**src/logic/packet_pkg.sv**
```systemverilog
/*
 * Shared widths, beat and summary structs, consumer state enum
 */
package packet_pkg;

    // Beat geometry
    localparam int DATA_BYTES = 8;
    localparam int EMPTY_W    = 3;

    // Per-packet sideband and result widths
    localparam int META_W  = 8;
    localparam int COUNT_W = 16;

    // AXI-S data, byte 0 in the low bits
    typedef logic [DATA_BYTES-1:0][7:0] axis_data_t;

    // Packet data in network order, byte 0 in the top slice
    typedef logic [0:DATA_BYTES-1][7:0] packet_data_t;

    // One beat as it arrives on the AXI-S side
    typedef struct packed {
        axis_data_t            tdata;
        logic [DATA_BYTES-1:0] tkeep;
        logic                  tlast;
    } axis_beat_t;

    // One beat on the internal packet links
    typedef struct packed {
        packet_data_t       data;
        logic               eop;
        // Unused bytes at the tail of the eop beat
        logic [EMPTY_W-1:0] empty;
        logic               err;
        logic [META_W-1:0]  meta;
    } packet_beat_t;

    // Result reported once per packet
    typedef struct packed {
        logic [COUNT_W-1:0] byte_count;
        logic [15:0]        checksum;
        logic               err;
        logic [META_W-1:0]  meta;
    } packet_summary_t;

    // Summarizer FSM
    typedef enum logic [1:0] {
        SUMM_COLLECT,
        SUMM_REQ,
        SUMM_RELEASE
    } summ_state_t;

endpackage : packet_pkg
```
**src/logic/packet_adapter_top.sv**
```systemverilog
/*
 * Adapter, skid buffer and summarizer chained into one subsystem
 */
module packet_adapter_top (
    input  logic                          __packet_if,
    input  logic                          rst_n,
    // AXI-S input
    input  packet_pkg::axis_beat_t        axis_beat,
    input  logic                          axis_valid,
    output logic                          axis_ready,
    input  logic [packet_pkg::META_W-1:0] meta,
    input  logic                          err,
    // Summary output
    output packet_pkg::packet_summary_t   summary,
    output logic                          summary_req,
    input  logic                          summary_ack
);
    import packet_pkg::*;

    // Adapter to buffer
    packet_beat_t beat_in;
    logic         wr;
    logic         rdy;

    // Buffer to summarizer
    packet_beat_t beat_out;
    logic         valid;
    logic         take;

    axis_to_packet_adapter adapter_i (
        .__packet_if (__packet_if),
        .rst_n       (rst_n),
        .axis_beat   (axis_beat),
        .axis_valid  (axis_valid),
        .axis_ready  (axis_ready),
        .meta        (meta),
        .err         (err),
        .rdy         (rdy),
        .beat_in     (beat_in),
        .wr          (wr)
    );

    // One skid slot covers the adapter register
    packet_skid_buffer #(
        .skid (1)
    ) buffer_i (
        .__packet_if (__packet_if),
        .rst_n       (rst_n),
        .beat_in     (beat_in),
        .wr          (wr),
        .rdy         (rdy),
        .beat_out    (beat_out),
        .valid       (valid),
        .take        (take)
    );

    packet_summarizer summarizer_i (
        .__packet_if (__packet_if),
        .rst_n       (rst_n),
        .beat_out    (beat_out),
        .valid       (valid),
        .take        (take),
        .summary     (summary),
        .summary_req (summary_req),
        .summary_ack (summary_ack)
    );

endmodule : packet_adapter_top

```
**src/logic/packet_summarizer.sv**
```systemverilog
/*
 * Per-packet summary builder: byte count, rotate-xor checksum,
 * error OR and first-beat meta, handed out by four-phase req/ack
 */
module packet_summarizer (
    input  logic                        __packet_if,
    input  logic                        rst_n,
    // Beats from the buffer
    input  packet_pkg::packet_beat_t    beat_out,
    input  logic                        valid,
    output logic                        take,
    // Summary handshake
    output packet_pkg::packet_summary_t summary,
    output logic                        summary_req,
    input  logic                        summary_ack
);
    import packet_pkg::*;

    summ_state_t        state;
    logic [COUNT_W-1:0] byte_count;
    logic [15:0]        checksum;
    logic               err_acc;
    logic [META_W-1:0]  meta_q;
    logic               first;
    logic               accept;
    logic [EMPTY_W:0]   n_valid;

    // Fold the leading n bytes of a beat into the checksum,
    // byte 0 first
    function automatic logic [15:0] beat_checksum(
        input logic [15:0]  seed,
        input packet_data_t data,
        input logic [EMPTY_W:0] n
    );
        logic [15:0] c;
        c = seed;
        for (int i = 0; i < DATA_BYTES; i++) begin
            if (i < int'(n)) begin
                c = {c[14:0], c[15]} ^ {8'h00, data[i]};
            end
        end
        return c;
    endfunction

    assign take    = (state == SUMM_COLLECT);
    assign accept  = valid && take;
    assign n_valid = (EMPTY_W + 1)'(DATA_BYTES - int'(beat_out.empty));

    always_ff @(posedge __packet_if or negedge rst_n) begin
        if (!rst_n) begin
            state      <= SUMM_COLLECT;
            byte_count <= '0;
            checksum   <= '0;
            err_acc    <= 1'b0;
            meta_q     <= '0;
            first      <= 1'b1;
        end else begin
            case (state)
                SUMM_COLLECT: begin
                    if (accept) begin
                        byte_count <= byte_count + COUNT_W'(n_valid);
                        checksum   <= beat_checksum(checksum, beat_out.data, n_valid);
                        err_acc    <= err_acc | beat_out.err;
                        first      <= 1'b0;
                        // Meta belongs to the first beat only
                        if (first) begin
                            meta_q <= beat_out.meta;
                        end
                        if (beat_out.eop) begin
                            state <= SUMM_REQ;
                        end
                    end
                end
                SUMM_REQ: begin
                    if (summary_ack) begin
                        state <= SUMM_RELEASE;
                    end
                end
                SUMM_RELEASE: begin
                    // Ack released, start the next packet clean
                    if (!summary_ack) begin
                        state      <= SUMM_COLLECT;
                        byte_count <= '0;
                        checksum   <= '0;
                        err_acc    <= 1'b0;
                        first      <= 1'b1;
                    end
                end
                default: begin
                    state <= SUMM_COLLECT;
                end
            endcase
        end
    end

    // Accumulators hold still from eop until the handshake ends
    assign summary_req = (state == SUMM_REQ);
    assign summary     = '{
        byte_count: byte_count,
        checksum:   checksum,
        err:        err_acc,
        meta:       meta_q
    };

endmodule : packet_summarizer

```
**src/logic/packet_skid_buffer.sv**
```systemverilog
/*
 * Circular FIFO of packet beats with skid slots for upstream
 * pipeline stages, registered ready
 */
module packet_skid_buffer #(
    parameter int skid = 1
) (
    input  logic                     __packet_if,
    input  logic                     rst_n,
    // Write side
    input  packet_pkg::packet_beat_t beat_in,
    input  logic                     wr,
    output logic                     rdy,
    // Read side, head of the FIFO
    output packet_pkg::packet_beat_t beat_out,
    output logic                     valid,
    input  logic                     take
);
    import packet_pkg::*;

    localparam int depth   = 2 + skid;
    localparam int ptr_w   = (depth > 1) ? $clog2(depth) : 1;
    localparam int count_w = $clog2(depth + 1);

    packet_beat_t       mem [depth];
    logic [ptr_w-1:0]   wr_ptr;
    logic [ptr_w-1:0]   rd_ptr;
    logic [count_w-1:0] count;
    logic [count_w-1:0] count_next;
    logic               push;
    logic               pop;

    // Pointer step with wrap, depth need not be a power of two
    function automatic logic [ptr_w-1:0] next_ptr(input logic [ptr_w-1:0] ptr);
        if (ptr == ptr_w'(depth - 1)) begin
            return '0;
        end
        return ptr + 1'b1;
    endfunction

    assign push = wr;
    assign pop  = valid && take;

    always_comb begin
        count_next = count;
        if (push && !pop) begin
            count_next = count + 1'b1;
        end else if (pop && !push) begin
            count_next = count - 1'b1;
        end
    end

    always_ff @(posedge __packet_if or negedge rst_n) begin
        if (!rst_n) begin
            wr_ptr <= '0;
            rd_ptr <= '0;
            count  <= '0;
            rdy    <= 1'b0;
        end else begin
            if (push) begin
                wr_ptr <= next_ptr(wr_ptr);
            end
            if (pop) begin
                rd_ptr <= next_ptr(rd_ptr);
            end
            count <= count_next;
            // Keep skid slots free for beats still in flight
            rdy   <= (depth - int'(count_next)) > skid;
        end
    end

    // Storage
    always_ff @(posedge __packet_if) begin
        if (push) begin
            mem[wr_ptr] <= beat_in;
        end
    end

    assign beat_out = mem[rd_ptr];
    assign valid    = (count != '0);

endmodule : packet_skid_buffer

```
**src/logic/axis_to_packet_adapter.sv**
```systemverilog
/*
 * AXI-S to packet beat adapter with one register stage,
 * byte reversal to network order and keep to empty conversion
 */
module axis_to_packet_adapter (
    input  logic                          __packet_if,
    input  logic                          rst_n,
    // AXI-S side
    input  packet_pkg::axis_beat_t        axis_beat,
    input  logic                          axis_valid,
    output logic                          axis_ready,
    // Sideband sampled with each beat
    input  logic [packet_pkg::META_W-1:0] meta,
    input  logic                          err,
    // Toward the skid buffer
    input  logic                          rdy,
    output packet_pkg::packet_beat_t      beat_in,
    output logic                          wr
);
    import packet_pkg::*;

    logic accept;

    // Number of clear keep bits, keep assumed contiguous from byte 0
    function automatic logic [EMPTY_W-1:0] keep_to_empty(
        input logic [DATA_BYTES-1:0] keep
    );
        logic [EMPTY_W-1:0] n;
        n = '0;
        for (int i = 0; i < DATA_BYTES; i++) begin
            if (!keep[i]) begin
                n = n + 1'b1;
            end
        end
        return n;
    endfunction

    // Ready comes straight from the buffer, which keeps room for
    // the beat sitting in our register
    assign axis_ready = rdy;
    assign accept     = axis_valid && rdy;

    // Write strobe follows the accept by one cycle
    always_ff @(posedge __packet_if or negedge rst_n) begin
        if (!rst_n) begin
            wr <= 1'b0;
        end else begin
            wr <= accept;
        end
    end

    // Beat register
    always_ff @(posedge __packet_if) begin
        if (accept) begin
            // Byte 0 lands in the top slice
            beat_in.data <= {<<8{axis_beat.tdata}};
            beat_in.eop  <= axis_beat.tlast;
            if (axis_beat.tlast) begin
                beat_in.empty <= keep_to_empty(axis_beat.tkeep);
            end else begin
                beat_in.empty <= '0;
            end
            beat_in.err  <= err;
            beat_in.meta <= meta;
        end
    end

endmodule : axis_to_packet_adapter

```
**config.mk**
```make
export PLATFORM = sky130hd
export DESIGN_NAME = packet_adapter_top
export DESIGN_NICKNAME = d
export VERILOG_FILES = /design/src/logic/packet_pkg.sv /design/src/logic/packet_adapter_top.sv /design/src/logic/packet_summarizer.sv /design/src/logic/packet_skid_buffer.sv /design/src/logic/axis_to_packet_adapter.sv
export SDC_FILE = /design/constraint.sdc
export NUM_CORES = 1
export LEC_CHECK = 0
export BUFFER_PORTS_ARGS = -buffer_cell sky130_fd_sc_hd__buf_2
export CORE_MARGIN = 3
export CORE_UTILIZATION = 41
export CTS_CLUSTER_SIZE = 12
export DETAILED_ROUTE_END_ITERATION = 10
export SYNTH_ARGS = -nofsm -noshare
export SYNTH_HDL_FRONTEND = slang
export SYNTH_HIERARCHICAL = 1
export SYNTH_SLANG_ARGS = --single-unit
export TNS_END_PERCENT = 100
```
**constraint.sdc**
```tcl
create_clock -name __packet_if -period 16.9 [get_ports __packet_if]
set_input_delay 4.225 -clock __packet_if [delete_from_list [all_inputs] [get_ports __packet_if]]
set_output_delay 4.225 -clock __packet_if [all_outputs]
set_load 0.01 [all_outputs]
```
# == Yosys cells after proc, flatten, opt, wreduce, memory -nomap -nowiden ==
# Memories as Yosys holds them, arrays and structs flattened.
# Index checks and enable logic that the tools add are counted.
# Widths: inputs -> output; s select.
# op_classes
n_lt_le_gt_ge,9
n_mul,0
shift,0
n_reduce_logical,12
div_mod_pow,0
bitwise_logic,9
n_eq_ne,8
muxes,72
add_sub_neg,14
# op_table
operator,n
$mux 16,25
$xor 16x8->16,8
$pmux 16 s2,2
$mux 3,21
$gt 32x2->1 const B,1
$add 3x1->3 const B,7
$mux 2,10
$add 16x4->16,1
$lt 3x4->1 const A,4
$mux 1,11
$lt 1x4->1 const A,2
$lt 2x4->1 const A,2
$add 2x1->2 const B,3
$eq 2x2->1 const B,3
$ne 2x2->1 const B,3
$pmux 2 s3,1
$reduce_and 3->1,2
$logic_and 1x1->1,4
$pmux 1 s2,2
$reduce_and 4->1,1
$reduce_bool 2->1,2
$sub 4x3->4 const A,1
$sub 2x2->3 const A,1
$eq 2x1->1 const B,1
other kinds (5),6
# word_totals
latch_bits,0
mem_bits_rw,231
reg_bits,129
inputBits,86
n_memories,1
mem_bits_ro,0
# mem_list
name,words,width,read_ports,rd_ports_with_merged_regs,wr,line,text
buffer_i.mem,3,77,1,0,1,packet_skid_buffer.sv:25,packet_beat_t mem [depth];

# == Longest topological paths before layout ==
# An unclocked memory read counts as a cell.
# logic_depth
word_depth,34
mapped_depth,22
depth_no_buf,21

# == By module ==
# The synthesis kept the hierarchy.
# modules_own_cells
mod,cells_per_inst,instances,seq_area_each_um2,area_each_um2
packet_skid_buffer,521,1,7111.8,8928.6
packet_summarizer,631,1,1102.3,5162.5
axis_to_packet_adapter,168,1,2337.2,3060.4

# == Worst setup path before layout ==
# No wires, ideal clock.
# synth_path
path_type,input to register
startpoint,in axis_beat[1] (netlist name)
endpoint,reg adapter_i/beat_in[11] (netlist name)
t_required_ns,16.768
slack_ns,8.907
stages,19
arrival_time_ns,7.861
path_buffers,1
path_cell_list,inv_1 > ha_1 > buf_6 > xnor2_4 > ha_1 > nor2b_1 > nor3_1 > or4_2 > nand3_1 > a21oi_1 > ha_1 > nor2_1 > a221oi_1 > ha_1 > nor2b_1 > xnor2_1 > xnor3_1 > nor4b_1 > nand2b_1
# synth_via
elab_chain_len,29
# synth_lines
item,line,text
start: declaration,packet_adapter_top.sv:8,"input packet_pkg::axis_beat_t axis_beat,"
$mux 1 *,axis_to_packet_adapter.sv:31,if (!keep[i]) begin
$mux 3 *,axis_to_packet_adapter.sv:58,if (axis_beat.tlast) begin
$mux 3 *,axis_to_packet_adapter.sv:54,if (accept) begin
$add 3x1->3,axis_to_packet_adapter.sv:32,n = n + 1'b1;
$mux 3 *,axis_to_packet_adapter.sv:31,
$mux 3 *,axis_to_packet_adapter.sv:58,
$mux 3 *,axis_to_packet_adapter.sv:54,
$add 3x1->3,axis_to_packet_adapter.sv:32,
[... 13 more ...],-,
$mux 3 *,axis_to_packet_adapter.sv:58,
$mux 3 *,axis_to_packet_adapter.sv:54,
$add 3x1->3,axis_to_packet_adapter.sv:32,
$mux 3 *,axis_to_packet_adapter.sv:31,
$mux 3 *,axis_to_packet_adapter.sv:58,
$mux 3 *,axis_to_packet_adapter.sv:54,
$add 3x1->3,axis_to_packet_adapter.sv:32,
$mux 3 *,axis_to_packet_adapter.sv:31,
# Every way passes the cells marked *; elsewhere a longest branch is shown, timed or not. The select of a mux whose other input is x is not followed.
# A chain may end at the register's enable or synchronous reset.

# == Final worst setup path ==
# layout_path
startpoint,in axis_beat[1] (netlist name)
endpoint,reg adapter_i/beat_in[11] (netlist name)
# layout_via
elab_chain_len,29
# layout_lines
item,line
$mux 1 *,axis_to_packet_adapter.sv:31
$mux 3 *,axis_to_packet_adapter.sv:58
$mux 3 *,axis_to_packet_adapter.sv:54
$add 3x1->3,axis_to_packet_adapter.sv:32
$mux 3 *,axis_to_packet_adapter.sv:31
$mux 3 *,axis_to_packet_adapter.sv:58
$mux 3 *,axis_to_packet_adapter.sv:54
$add 3x1->3,axis_to_packet_adapter.sv:32
[... 13 more ...],-
$mux 3 *,axis_to_packet_adapter.sv:58
$mux 3 *,axis_to_packet_adapter.sv:54
$add 3x1->3,axis_to_packet_adapter.sv:32
$mux 3 *,axis_to_packet_adapter.sv:31
$mux 3 *,axis_to_packet_adapter.sv:58
$mux 3 *,axis_to_packet_adapter.sv:54
$add 3x1->3,axis_to_packet_adapter.sv:32
$mux 3 *,axis_to_packet_adapter.sv:31
# Marked as above.

==> results.sh <==
export IMPL_status="complete, no violations"
export IMPL_coreArea_um2=41110
export IMPL_path_common_cell="ha_1"
export IMPL_synthesis_nets=1421
export IMPL_htree_num_levels=2
export IMPL_critPathRequiredTime_ns=17.33
export IMPL_fp_row_count=74
export IMPL_cts_repair_resized=0
export IMPL_slowest_delay_ns=0.62
export IMPL_cts_buffers=40
export IMPL_multi_input_area_um2=6066
export IMPL_setup_tns_ns=0
export IMPL_rsz0062_at_grt="false"
export IMPL_clk_latency_ns=0.56
export IMPL_yosys_warnings=6
export IMPL_syn_avg_cell_area_um2=12.99
export IMPL_cp_max_fo=7
export IMPL_antenna_found_initial=2
export IMPL_worstSetupPathType="primary input to register"
export IMPL_dp_hpwl_mm=25.86
export IMPL_clk_root_buffer_cell="clkbuf_16"
export IMPL_post_cts_setup_buffers=0
export IMPL_worstHoldPathType="register to register"
export IMPL_clockBufferDepth=3
export IMPL_vias_per_cell=5.406
export IMPL_syn_area_um2=17150
export IMPL_ys_top_cells_by_count="edfxtp_1 (308), nand2_1 (151), mux2i_1 (102)"
export IMPL_post_route_min_period_ns=8.003
export IMPL_synth_most_common_cell="edfxtp_1"
export IMPL_cts_hold_buffers=0
export IMPL_synth_edf_count=308
export IMPL_grt_pass1_vias=10397
export IMPL_route_detailed_drc=0
export IMPL_worst_pin_slew_ns=1.181
export IMPL_async_flop_share_pct=14.44
export IMPL_fmax_mhz=125.0
export IMPL_first_iter_violations=824
export IMPL_ant_nets=0
export IMPL_start_kind="primary input"
export IMPL_ys_seq_elements=360
export IMPL_relSlewSlack_pct=20.95
export IMPL_post_drt_wl_per_cell_um=19.24
export IMPL_dr_total_vias=10823
export IMPL_hold_viol=0
export IMPL_ys_top_cells_by_area="edfxtp_1 (54%), dfrtp_1 (7.4%), mux2i_1 (6.0%)"
export IMPL_maxCapViolations=0
export IMPL_die_w_um=210.5
export IMPL_critPathSlowestCell="or4_2"
export IMPL_grt_max_degree=91
export IMPL_syn_to_final_growth_pct=12.96
export IMPL_arrival_ns=8.43
export IMPL_die_area_um2=44320
export IMPL_cts_tree="done"
export IMPL_io_buffers=128
export IMPL_firstDrtPassIters=5
export IMPL_gp_congestion=0.8505
export IMPL_num_nets_final=1541
export IMPL_clock_sinks=360
export IMPL_die_height_um=210.5
export IMPL_worst_setup_path_end_kind="register"
export IMPL_grt_pass1_wl_mm=59.46
export IMPL_seqCellArea_um2=10560
export IMPL_synthFlopType="edfxtp_1"
export IMPL_nFillCells=3729
export IMPL_finalCritPeriodShare_pct=47.36
export IMPL_grt_usage_pct=17.28
export IMPL_syn_inst=1320
export IMPL_setup_viol_count_final=0
export IMPL_ys_seq_area_share_pct=61.52
export IMPL_slew_violations=0
export IMPL_path_clk_slew_ns=0.07
export IMPL_skew_ns=0.01695
export IMPL_io_pins=129
export IMPL_crit_chain="buf_2, inv_1, ha_1, xnor2_4, ha_1, nor2b_1, nor3_1, or4_2, nand3_1, a21oi_1, ha_1, nor2_1, a221oi_1, ha_1, nor2b_1, xnor2_1, xnor3_1, nor4b_1, nand2b_1"
export IMPL_wl_mm=38.52
export IMPL_final_layout_size_suffix_gt1_share_pct=18.92
export IMPL_synthDistinctLibCells=105
export IMPL_start_util_pct=41.72
export IMPL_yosysTopAreaCellShare_pct=53.92
export IMPL_grt_overflow_total=0
export IMPL_yosysTopAreaCell="edfxtp_1"
critical path: cells and delay by family:
kind / cells / cell delay [ns]
AOI/OAI and AO/OA: 2 / 0.30
xor gates and xnor gates: 3 / 0.79
adders and majority gates: 4 / 1.32
buffers and inverters: 2 / 0.17
and+or+nand+nor: 8 / 1.62
path summary, 6_finish.rpt:
check                                      startpoint                          to  slack, ns  cells after the start
worst max-delay path                     axis_beat[1]       adapter_i/beat_in[11]       8.90                     19
worst min-delay path            adapter_i/beat_in[62]         buffer_i/mem[0][62]       0.46                      0
worst max register to register     buffer_i/rd_ptr[1]    summarizer_i/checksum[6]      10.62                     17
worst min register to register  adapter_i/beat_in[62]         buffer_i/mem[0][62]       0.46                      0
max in group asynchronous                       rst_n          buffer_i/rd_ptr[0]      12.51                      2
min in group asynchronous                       rst_n  summarizer_i/byte_count[9]       3.81                      2
kinds of logic (layout without fill, tap and decap cells):
logic type,after synthesis,in the layout,synth area share (%)
AND/OR/NAND/NOR,366,366,10.63
flip-flops,360,360,61.52
AO/OA/AOI/OAI,292,292,11.83
multiplexers,126,126,7.623
buffers and inverters,95,244,3.254
XOR/XNOR,66,66,4.012
adder cells (fa/ha/maj),15,15,1.138
other,0,1,0
stage by stage:
| stage | setup slack (ns) | std cells | area, µm² | utilization (%) | hold slack, ns |
|---|---|---|---|---|---|
| finish | 8.897 | 2002 | 19370 | 47.13 | 0.4551 |
| global route | 8.566 | 2001 | 19370 | 47.12 | 0.4690 |
| CTS | 8.912 | 2001 | 19370 | 47.12 | 0.4550 |
| detailed placement | 8.323 | 1930 | 18190 | 44.25 | 0.4526 |
| global placement | 8.468 | 1930 | 18190 | 44.25 | 0.4425 |
| floorplan | 8.907 | 1320 | 17150 | - | 0.4362 |
cell usage in the layout (no fill, tap or decap), types with 5 or more instances in the layout:
cell type  count
clkbuf_16     40
ha_1          14
nand2b_1      21
a21oi_1       39
inv_1         18
nor4_1         7
buf_2        128
o21ai_0       83
nand2_1      151
xnor2_1       37
nand3_1       18
xor2_1        21
a2bb2oi_1      5
and3_1        15
or3_1         11
o221ai_1       5
xnor3_1        5
and2_1        10
a211oi_1      10
edfxtp_1     308
a21o_1        10
dfrtp_1       49
o31a_1         7
clkinv_1       7
a22o_1         5
nor2b_1       16
nor3_1        19
buf_4         24
o21ai_1       35
mux2_2        19
o211ai_1      17
a31oi_1        9
nor2_1        59
mux2i_1      102
clkbuf_1      14
state kept, by name, summed over array words and instances (netlist names):
| register | cells |
|---|---|
| buffer_i/mem | 231 |
| adapter_i/beat_in | 77 |
| summarizer_i/byte_count | 16 |
| summarizer_i/checksum | 16 |
| summarizer_i/meta_q | 8 |
| buffer_i/count | 2 |
| buffer_i/rd_ptr | 2 |
| buffer_i/wr_ptr | 2 |
| summarizer_i/state | 2 |
| adapter_i/wr | 1 |
| buffer_i/rdy | 1 |
| summarizer_i/err_acc | 1 |
| summarizer_i/first | 1 |
final cells by class:
type,count,area share (%)
multi-input cells,865,31.31
repair buffers,152,4.236
flip-flops and latches,360,54.50
clock inverters,14,0.4521
inverters,21,0.4068
well taps,532,3.436
diodes,1,0.01292
clock buffers,57,5.651
layer usage:
metal	vias up	wire length, µm	GRT usage (%)
li1	5205	-	-
met4	2	876	5.497
met1	5282	17890	25.03
met3	60	1934	2.872
met5	-	13	0
met2	274	17800	26.81
Power is left out: the tool's default activity adds up to more than one toggle a clock period on the data nets, which glitch-free logic cannot reach.
